`config.mk`:
```
export PLATFORM = sky130hd
export DESIGN_NAME = branch_predictor
export DESIGN_NICKNAME = d
export VERILOG_FILES = /design/src/rtl/bp_pkg.sv /design/src/rtl/bp_history_table.sv /design/src/rtl/bp_predict_stage.sv /design/src/rtl/bp_resolve_queue.sv /design/src/rtl/bp_target_buffer.sv /design/src/rtl/branch_predictor.sv
export SDC_FILE = /design/constraint.sdc
export NUM_CORES = 2
export LEC_CHECK = 0
export BUFFER_PORTS_ARGS = -buffer_cell sky130_fd_sc_hd__buf_2
export CORE_UTILIZATION = 57
export CTS_CLUSTER_DIAMETER = 40
export DETAILED_ROUTE_END_ITERATION = 8
export MAX_ROUTING_LAYER = met4
export PLACE_DENSITY = 0.76
export SLEW_MARGIN = 30
export SYNTH_ARGS = -nofsm -noshare
export SYNTH_HDL_FRONTEND = slang
export SYNTH_SLANG_ARGS = --single-unit
```
`constraint.sdc`:
```
create_clock -name clk -period 8.2 [get_ports clk]
set_input_delay 0.82 -clock clk [delete_from_list [all_inputs] [get_ports clk]]
set_output_delay 0.82 -clock clk [all_outputs]
set_load 0.01 [all_outputs]
```
`src/rtl/bp_pkg.sv`:
```
// --------------------
// shared types and parameter defaults for the branch predictor
// table index bits start at pc bit 2, so pcs are word aligned
// --------------------
`default_nettype none

package bp_pkg;

    // program counter or target address
    typedef logic [31:0] pc_t;

    // raw two-bit counter, upper bit is the taken prediction
    typedef logic [1:0] counter_t;

    typedef enum counter_t {
        strong_not_taken = 2'd0,
        weak_not_taken   = 2'd1,
        weak_taken       = 2'd2,
        strong_taken     = 2'd3
    } counter_e;

    // lowest pc bit used for any table index
    localparam int unsigned pc_index_lsb = 2;

    // defaults handed down by the top level
    localparam int unsigned default_index_bits     = 8;   // 256 counters
    localparam int unsigned default_btb_index_bits = 4;   // 16 entries
    localparam int unsigned default_queue_depth    = 4;

endpackage

`default_nettype wire

```
`src/rtl/bp_history_table.sv`:
```
// --------------------
// two-bit saturating counters, one lookup and one update port
// lookup read is registered, lookup sees the old value on a collision
// --------------------
`timescale 1ns/1ps
`default_nettype none

module bp_history_table import bp_pkg::*; #(
    parameter int unsigned index_bits = 8
) (
    input  wire logic     clk,
    input  wire logic     rst_n,
    input  wire pc_t      lookup_pc,
    input  wire logic     upd_valid,
    input  wire pc_t      upd_pc,
    input  wire logic     upd_taken,
    output counter_t      lookup_state
);

    localparam int unsigned num_entries = 2 ** index_bits;

    typedef logic [index_bits-1:0] bht_index_t;

    counter_t   counters [num_entries];
    bht_index_t lookup_idx;
    bht_index_t upd_idx;

    assign lookup_idx = lookup_pc[pc_index_lsb +: index_bits];
    assign upd_idx    = upd_pc[pc_index_lsb +: index_bits];

    // saturating step through the counter states
    function automatic counter_t next_state(counter_t cur, logic taken);
        counter_e st;
        counter_e nxt;
        st = counter_e'(cur);
        case (st)
            strong_not_taken: nxt = taken ? weak_not_taken : strong_not_taken;
            weak_not_taken:   nxt = taken ? weak_taken : strong_not_taken;
            weak_taken:       nxt = taken ? strong_taken : weak_not_taken;
            strong_taken:     nxt = taken ? strong_taken : weak_taken;
            default:          nxt = strong_not_taken;
        endcase
        return counter_t'(nxt);
    endfunction

    always_ff @(posedge clk) begin
        if (!rst_n) begin
            // whole table cleared in the reset cycle
            for (int i = 0; i < num_entries; i++) begin
                counters[i] <= strong_not_taken;
            end
            lookup_state <= strong_not_taken;
        end else begin
            if (upd_valid) begin
                counters[upd_idx] <= next_state(counters[upd_idx], upd_taken);
            end
            lookup_state <= counters[lookup_idx];   // old value on same-index update
        end
    end

endmodule

`default_nettype wire

```
`src/rtl/bp_predict_stage.sv`:
```
// --------------------
// aligns the lookup with the registered table results
// taken needs both counter direction and a target buffer hit
// --------------------
`timescale 1ns/1ps
`default_nettype none

module bp_predict_stage import bp_pkg::*; (
    input  wire logic     clk,
    input  wire logic     rst_n,
    input  wire logic     lookup_valid,
    input  wire pc_t      lookup_pc,
    input  wire counter_t lookup_state,
    input  wire logic     lookup_hit,
    input  wire pc_t      lookup_target,
    output logic          pred_valid,
    output logic          pred_taken,
    output pc_t           pred_target,
    output counter_t      pred_state
);

    logic valid_q;
    pc_t  pc_q;   // pc of the lookup now leaving the tables

    always_ff @(posedge clk) begin
        if (!rst_n) begin
            valid_q <= 1'b0;
        end else begin
            valid_q <= lookup_valid;
        end
    end

    always_ff @(posedge clk) begin
        pc_q <= lookup_pc;
    end

    assign pred_valid  = valid_q;
    assign pred_state  = lookup_state;
    assign pred_taken  = lookup_state[1] && lookup_hit;
    assign pred_target = lookup_hit ? lookup_target : pc_q + 32'd4;   // fall-through on a miss

endmodule

`default_nettype wire

```
`src/rtl/bp_resolve_queue.sv`:
```
// --------------------
// sender needs a credit for each res_valid cycle
// overflow is not detected
// one entry retires per cycle and returns its credit
// --------------------
`timescale 1ns/1ps
`default_nettype none

module bp_resolve_queue import bp_pkg::*; #(
    parameter int unsigned queue_depth = 4
) (
    input  wire logic clk,
    input  wire logic rst_n,
    input  wire logic res_valid,
    input  wire pc_t  res_pc,
    input  wire logic res_taken,
    input  wire pc_t  res_target,
    output logic      upd_valid,
    output pc_t       upd_pc,
    output logic      upd_taken,
    output pc_t       upd_target,
    output logic      credit_return
);

    localparam int ptr_bits = (queue_depth > 1) ? $clog2(queue_depth) : 1;
    localparam int cnt_bits = $clog2(queue_depth + 1);

    typedef logic [ptr_bits-1:0] ptr_t;
    typedef logic [cnt_bits-1:0] cnt_t;

    pc_t  pc_mem     [queue_depth];
    logic taken_mem  [queue_depth];
    pc_t  target_mem [queue_depth];

    ptr_t wr_ptr;
    ptr_t rd_ptr;
    cnt_t count;     // entries waiting in the buffer
    logic pop;

    function automatic ptr_t ptr_inc(ptr_t p);
        return (p == ptr_t'(queue_depth - 1)) ? '0 : p + 1'b1;
    endfunction

    assign pop = (count != '0);   // head moves to the output register

    always_ff @(posedge clk) begin
        if (!rst_n) begin
            wr_ptr    <= '0;
            rd_ptr    <= '0;
            count     <= '0;
            upd_valid <= 1'b0;
        end else begin
            if (res_valid) wr_ptr <= ptr_inc(wr_ptr);
            if (pop) rd_ptr <= ptr_inc(rd_ptr);
            upd_valid <= pop;
            case ({res_valid, pop})
                2'b10:   count <= count + 1'b1;
                2'b01:   count <= count - 1'b1;
                default: count <= count;
            endcase
        end
    end

    // payload store and head register
    always_ff @(posedge clk) begin
        if (res_valid) begin
            pc_mem[wr_ptr]     <= res_pc;
            taken_mem[wr_ptr]  <= res_taken;
            target_mem[wr_ptr] <= res_target;
        end
        if (pop) begin
            upd_pc     <= pc_mem[rd_ptr];
            upd_taken  <= taken_mem[rd_ptr];
            upd_target <= target_mem[rd_ptr];
        end
    end

    // slot was freed one cycle earlier, so the credit is always safe
    assign credit_return = upd_valid;

endmodule

`default_nettype wire

```
`src/rtl/bp_target_buffer.sv`:
```
// --------------------
// direct-mapped branch target buffer, written on taken updates only
// tag is every pc bit above the index, hit and target are registered
// --------------------
`timescale 1ns/1ps
`default_nettype none

module bp_target_buffer import bp_pkg::*; #(
    parameter int unsigned btb_index_bits = 4
) (
    input  wire logic clk,
    input  wire logic rst_n,
    input  wire pc_t  lookup_pc,
    input  wire logic upd_valid,
    input  wire pc_t  upd_pc,
    input  wire logic upd_taken,
    input  wire pc_t  upd_target,
    output logic      lookup_hit,
    output pc_t       lookup_target
);

    localparam int unsigned num_entries = 2 ** btb_index_bits;
    localparam int unsigned tag_lsb     = pc_index_lsb + btb_index_bits;
    localparam int unsigned tag_bits    = $bits(pc_t) - tag_lsb;

    typedef logic [btb_index_bits-1:0] btb_index_t;
    typedef logic [tag_bits-1:0]       tag_t;

    logic [num_entries-1:0] valid;
    tag_t                   tag_mem    [num_entries];
    pc_t                    target_mem [num_entries];

    btb_index_t lookup_idx;
    btb_index_t upd_idx;
    tag_t       lookup_tag;
    tag_t       upd_tag;
    logic       wr_en;

    assign lookup_idx = lookup_pc[pc_index_lsb +: btb_index_bits];
    assign upd_idx    = upd_pc[pc_index_lsb +: btb_index_bits];
    assign lookup_tag = lookup_pc[tag_lsb +: tag_bits];
    assign upd_tag    = upd_pc[tag_lsb +: tag_bits];

    assign wr_en = upd_valid && upd_taken;   // not-taken leaves the entry alone

    always_ff @(posedge clk) begin
        if (!rst_n) begin
            valid <= '0;
        end else if (wr_en) begin
            valid[upd_idx] <= 1'b1;
        end
    end

    // tag and target store
    always_ff @(posedge clk) begin
        if (wr_en) begin
            tag_mem[upd_idx]    <= upd_tag;
            target_mem[upd_idx] <= upd_target;
        end
    end

    // compare at lookup, result lands next cycle
    always_ff @(posedge clk) begin
        if (!rst_n) begin
            lookup_hit <= 1'b0;
        end else begin
            lookup_hit <= valid[lookup_idx] && (tag_mem[lookup_idx] == lookup_tag);
        end
    end

    always_ff @(posedge clk) begin
        lookup_target <= target_mem[lookup_idx];   // only meaningful with lookup_hit
    end

endmodule

`default_nettype wire

```
`src/rtl/branch_predictor.sv`:
```
// --------------------
// branch predictor top, lookups are never stalled
// resolutions need a credit, queue_depth credits after reset
// --------------------
`timescale 1ns/1ps
`default_nettype none

module branch_predictor import bp_pkg::*; #(
    parameter int unsigned index_bits     = default_index_bits,
    parameter int unsigned btb_index_bits = default_btb_index_bits,
    parameter int unsigned queue_depth    = default_queue_depth
) (
    input  wire logic clk,
    input  wire logic rst_n,
    input  wire logic lookup_valid,
    input  wire pc_t  lookup_pc,
    input  wire logic res_valid,
    input  wire pc_t  res_pc,
    input  wire logic res_taken,
    input  wire pc_t  res_target,
    output logic      credit_return,
    output logic      pred_valid,
    output logic      pred_taken,
    output pc_t       pred_target,
    output counter_t  pred_state
);

    // queue to tables
    logic     upd_valid;
    pc_t      upd_pc;
    logic     upd_taken;
    pc_t      upd_target;

    // tables to prediction stage
    counter_t lookup_state;
    logic     lookup_hit;
    pc_t      lookup_target;

    bp_resolve_queue #(
        .queue_depth (queue_depth)
    ) resolve_queue_inst (
        .clk           (clk),
        .rst_n         (rst_n),
        .res_valid     (res_valid),
        .res_pc        (res_pc),
        .res_taken     (res_taken),
        .res_target    (res_target),
        .upd_valid     (upd_valid),
        .upd_pc        (upd_pc),
        .upd_taken     (upd_taken),
        .upd_target    (upd_target),
        .credit_return (credit_return)
    );

    bp_history_table #(
        .index_bits (index_bits)
    ) history_table_inst (
        .clk          (clk),
        .rst_n        (rst_n),
        .lookup_pc    (lookup_pc),
        .upd_valid    (upd_valid),
        .upd_pc       (upd_pc),
        .upd_taken    (upd_taken),
        .lookup_state (lookup_state)
    );

    bp_target_buffer #(
        .btb_index_bits (btb_index_bits)
    ) target_buffer_inst (
        .clk           (clk),
        .rst_n         (rst_n),
        .lookup_pc     (lookup_pc),
        .upd_valid     (upd_valid),
        .upd_pc        (upd_pc),
        .upd_taken     (upd_taken),
        .upd_target    (upd_target),
        .lookup_hit    (lookup_hit),
        .lookup_target (lookup_target)
    );

    bp_predict_stage predict_stage_inst (
        .clk           (clk),
        .rst_n         (rst_n),
        .lookup_valid  (lookup_valid),
        .lookup_pc     (lookup_pc),
        .lookup_state  (lookup_state),
        .lookup_hit    (lookup_hit),
        .lookup_target (lookup_target),
        .pred_valid    (pred_valid),
        .pred_taken    (pred_taken),
        .pred_target   (pred_target),
        .pred_state    (pred_state)
    );

endmodule

`default_nettype wire
```
**Word level (Yosys, flattened, before mapping)**

Memories as Yosys holds them, arrays and structs flattened. A register that Yosys moved wholly into a read port is not among the register bits.
Index checks and enable logic that the tools add are counted.
Widths: inputs -> output; s select.

- Memories: 6
- Memory bits (writable): 1700
- Output and inout port bits: 37
- Input port bits: 101
- Register bits: 58

- Reduce and logical (&&, ||, !) cells: 9
- Equal/unequal tests: 8
- Add/subtract/negate cells: 5
- $lt $le $gt $ge: 3
- Bitwise gates (word level): 1
- Mux-type cells: 26

Memories:

| memory | depth | bits a word | read ports | clocked after Yosys merged registers in | write ports | RTL line | text |
|---|---|---|---|---|---|---|---|
| history_table_inst.counters | 256 | 2 | 2 | 1 | 256 | bp_history_table.sv:24 | `counter_t counters [num_entries];` |
| target_buffer_inst.target_mem | 16 | 32 | 1 | 1 | 1 | bp_target_buffer.sv:31 | `pc_t target_mem [num_entries];` |
| target_buffer_inst.tag_mem | 16 | 26 | 1 | 0 | 1 | bp_target_buffer.sv:30 | `tag_t tag_mem [num_entries];` |
| resolve_queue_inst.pc_mem | 4 | 32 | 1 | 1 | 1 | bp_resolve_queue.sv:31 | `pc_t pc_mem [queue_depth];` |
| resolve_queue_inst.target_mem | 4 | 32 | 1 | 1 | 1 | bp_resolve_queue.sv:33 | `pc_t target_mem [queue_depth];` |
| resolve_queue_inst.taken_mem | 4 | 1 | 1 | 1 | 1 | bp_resolve_queue.sv:32 | `logic taken_mem [queue_depth];` |

Operators by type and width:

| kind | count |
|---|---|
| $add 32x3->32 const B | 1 |
| $mux 32 | 1 |
| $eq 26x26->1 | 1 |
| $or 16x16->16 | 1 |
| $mux 2 | 7 |
| $mux 1 | 13 |
| $eq 2x2->1 const B | 5 |
| $lt 4x5->1 const B | 2 |
| $mux 8 | 1 |
| $pmux 2 s4 | 1 |
| $pmux 3 s2 | 1 |
| $add 2x1->2 const B | 2 |
| $bmux 1 s4 | 1 |
| $demux 1 s4 | 1 |
| $eq 2x1->1 const B | 2 |
| $ge 4x1->1 const B | 1 |
| $logic_and 1x1->1 | 4 |
| $add 3x1->3 const B | 1 |
| $reduce_bool 3->1 | 1 |
| $sub 3x1->3 const B | 1 |
| $logic_not 2->1 | 1 |
| $reduce_bool 2->1 | 1 |
| $reduce_or 2->1 | 1 |
| $logic_not 1->1 | 1 |

**Depth between registers and ports, before layout**

An unclocked memory read counts as a cell.

- Word-level depth: 6
- Mapped depth: 16

**Cells and area by module**

Synthesis repeated with hierarchy kept, for this count alone.

- Cell total of the unflattened synthesis: 4447
- Area total of the unflattened synthesis: 78999.5 um2

Modules (own cells, without submodules):

| module | instances | area an instance (um2) | seq. area each (um2) | cells an instance |
|---|---|---|---|---|
| bp_target_buffer | 1 | 36855.3 | 28847.7 | 1571 |
| bp_history_table | 1 | 28653.7 | 15414.8 | 2221 |
| bp_resolve_queue | 1 | 11826.3 | 9919.5 | 453 |
| bp_predict_stage | 1 | 1664.1 | 660.6 | 202 |

**Least setup slack after synthesis**

No wires, ideal clock.

- Kind: register to register
- Start: register resolve_queue_inst.upd_pc[2], read port of resolve_queue_inst.pc_mem
- End: memory target_buffer_inst.tag_mem[0][0] in the netlist's numbering, enable pin
- Path buffers: 7
- Setup slack: 0.349 ns
- Setup time: 0.621 ns
- Required time: 7.579 ns
- Cell stages (with the launch flop): 9
- Clock period less this slack: 7.851 ns
- Arrival: 7.231 ns
- Cells stage by stage: edfxtp_1 buf_2 buf_6 buf_6 buf_4 buf_4 buf_4 buf_1 nor4_1

RTL lines:

| what | RTL line | text |
|---|---|---|
| from (decl) | bp_resolve_queue.sv:19 | `output pc_t upd_pc,` |
| to (decl) | bp_target_buffer.sv:30 |  |

Straight into the memory's write port.

==> impl_metrics.ini <==
[outcome]
outcome = finished clean

[sta]
slew_headroom_pct = 30.0
max_freq_mhz = 176
finalSetupViolations = 0
hold_viol = 0
final-max-slew-violation-count = 0
setup_tns_ps = 0
rsz0062_at_grt = no
finalCritPeriodShare_pct = 69.2
skew_ps = 52.0
post-route-min-period_ps = 5670
tightest_slew_ps = 1050

[yosys]
synth_cell_types = 64
yosys-top-cells-area = edfxtp_1 (67%), mux4_2 (18%), dfxtp_1 (2.3%)
avgSynthCellArea_sq_um = 18.5
ys_warn_count = 0
synth_common_cells = edfxtp_1 (1755), mux4_2 (618), nor3_1 (315)
yosysSeqAreaShare_pct = 68.9
netlist_area_sq_um = 79200
synth_top_area_share_pct = 66.6
yosys_most_used_dff = edfxtp_1
synth_cells = 4281
synth_most_common_cell = edfxtp_1
synth_area_leader_cell = edfxtp_1
synth_edf_count = 1755
synth-async-reset-ratio_pct = 0
syn_nets = 4390
synth_seq_cells = 1847

[critical_path]
worstSetupPathType = register to register
arrival_ps = 6240
worst-path-max-fanout = 77
reg2regPathDepth = 11
worst_ep_required_time_ps = 8770
cp-end-kind = register
startpoint_type = register

[clock_network]
cts_resized = 0
cts_root_buffer = clkbuf_16
clock-sinks = 1847
cts_tree = done
cts_setup_buffers = 0
cts-buffers-inserted = 214
clockBufferDepth = 3
insertion_delay_ps = 860
ctsHoldBuffers = 0
clkTransAtPathRegs_ps = 50
htreeDepth = 4

[placement]
dpl_cell_area_sq_um = 81600
hpwl_um = 114000
gp_congestion = 0.927
io_buffers = 135

[pwr]
power_density_nw_per_um2 = 323
peakVddDrop_mv = 0.589
p_switching_mw = 9.55
p_int_mw = 19.2
seqPwrFrac_pct = 43.4
combPwrFrac_pct = 22.9
p_leak_nw = 28.0
clockPowerShare_pct = 33.7
switching_share_pct = 33.2

[drt]
drc = 0
wl_per_cell_um = 32.6
final_antenna_net_count = 0
viasPerCell = 6.98
drt_iter0_drc = 6567
num_vias = 44200
routed_wl_um = 206000
drt_pre_antenna_iters = 6

[worst_hold_path]
hold_depth = 1
hp-class = input port to register

[finish]
seq_area_sq_um = 54600
multi_input_area_sq_um = 23000
drive_above_1_share_pct = 32.3
final_area_sq_um = 89000
nFillCells = 8788
fin_nets = 4445
syn2layout_area_growth_pct = 12.5

[global_route]
grt_pass1_vias = 44300
grt_max_degree = 143
antenna_found_initial = 24
grt_usage_pct = 30.5
grt-ovfl-total = 0
grt_pass1_wl_um = 301000

[floorplan]
chipHeight_um = 375
rows = 136
io_pins = 138
die_area_sq_um = 140000
core_sq_um = 138000
die_w_um = 375
start_util_pct = 57.5

[run]
drv_cap = 0
worst paths after layout:
kind / from / end / slack, ps
setup / recovery: resolve_queue_inst.upd_pc[8]$_DFFE_PN_ / history_table_inst.counters[128][1]$_SDFFCE_PN0P_ / 2530
hold / removal: lookup_pc[1] / predict_stage_inst.pc_q[1]$_DFF_P_ / 80
setup reg to reg: resolve_queue_inst.upd_pc[8]$_DFFE_PN_ / history_table_inst.counters[128][1]$_SDFFCE_PN0P_ / 2530
hold reg to reg: target_buffer_inst.valid[6]$_SDFFE_PN0P_ / target_buffer_inst.valid[6]$_SDFFE_PN0P_ / 470
sequential cells by signal, summed over array words and instances (netlist names), 2 cells and up:
register,flops
resolve_queue_inst.pc_mem,120
resolve_queue_inst.wr_ptr,2
target_buffer_inst.lookup_target,32
resolve_queue_inst.target_mem,128
target_buffer_inst.tag_mem,416
resolve_queue_inst.upd_target,32
resolve_queue_inst.upd_pc,30
resolve_queue_inst.count,3
resolve_queue_inst.rd_ptr,2
history_table_inst.lookup_state,2
target_buffer_inst.target_mem,512
predict_stage_inst.pc_q,32
resolve_queue_inst.taken_mem,4
target_buffer_inst.valid,16
history_table_inst.counters,512
stage by stage:
| step | hold slack [ps] | total power [mW] | std cells | setup WS [ps] | util, % |
|---|---|---|---|---|---|
| 2_1_floorplan | 435 | 17.0 | 4281 | 349 | - |
| 3_3_place_gp | 442 | 18.9 | 5912 | 2650 | 59.3 |
| 3_5_place_dp | 453 | 19.1 | 5912 | 2530 | 59.3 |
| 4_1_cts | 35.7 | 28.7 | 6315 | 2540 | 64.6 |
| 5_1_grt | 54.4 | 29.6 | 6330 | 2460 | 64.7 |
| 6_report | 81.7 | 28.8 | 6335 | 2530 | 64.7 |
layout by cell type, fill, tap and decap left out, drive strengths merged, types with 4 or more instances in the layout:
| cell type | n |
|---|---|
| a211oi | 6 |
| a21oi | 55 |
| a22oi | 33 |
| and2 | 15 |
| and3 | 8 |
| buf | 256 |
| bufinv | 23 |
| clkbuf | 245 |
| clkinv | 95 |
| clkinvlp | 17 |
| dfxtp | 92 |
| diode | 18 |
| edfxtp | 1755 |
| ha | 7 |
| inv | 40 |
| maj3 | 4 |
| mux2 | 10 |
| mux2i | 92 |
| mux4 | 618 |
| nand2 | 120 |
| nand3 | 50 |
| nand4 | 22 |
| nor2 | 42 |
| nor2b | 17 |
| nor3 | 485 |
| nor4 | 10 |
| o21a | 17 |
| o21ai | 271 |
| o221ai | 6 |
| o22ai | 6 |
| xnor2 | 29 |
| xor2 | 27 |
cell families after synthesis:
| group | after synthesis | share of synthesized area [%] |
|---|---|---|
| simple gates | 793 | 6.06 |
| compound gates | 419 | 2.98 |
| fa+ha+maj | 12 | 0.190 |
| buf+inv | 434 | 2.37 |
| mux | 720 | 18.9 |
| xor+xnor | 56 | 0.620 |
| flops | 1847 | 68.9 |
power by group through the flow:
stage,Combinational (mW),Sequential [mW],Clock [mW]
3_5_place_dp,6.43,12.7,0
3_3_place_gp,6.36,12.6,0
2_1_floorplan,4.68,12.3,0
6_report,6.59,12.5,9.70
4_1_cts,6.48,12.5,9.78
5_1_grt,6.84,12.6,10.1
worst max-delay path: stages (launching register included):
cell and delay (ps):
edfxtp_1 770, buf_4 330, nand4b_1 130, buf_4 510, a211oi_1 110, and3_1 270
a2111oi_1 790, nand4_1 270, nor4b_2 730, maj3_4 1010, buf_12 330, nor3_1 90
layer usage:
metal / vias up / share of wire [%] / wire, um / track usage (%)
li1: 17800 / - / - / -
met1: 23000 / 36 / 74600 / 39.8
met2: 2908 / 49 / 101000 / 48.0
met3: 513 / 11 / 22000 / 6.47
met4: 0 / 4.0 / 8190 / 11.1
met5: - / 0 / 0 / -
final cells by class:
type | instances | share of cell area [%]
sequential | 1847 | 61.3
multi-input combinational | 2000 | 25.8
clock buffer | 244 | 6.23
tap | 1794 | 2.52
clock inverter | 159 | 2.01
timing repair buffer | 257 | 2.01
inverter | 16 | 0.0703
antenna | 18 | 0.0506
Power figures use the tool's default switching activity.
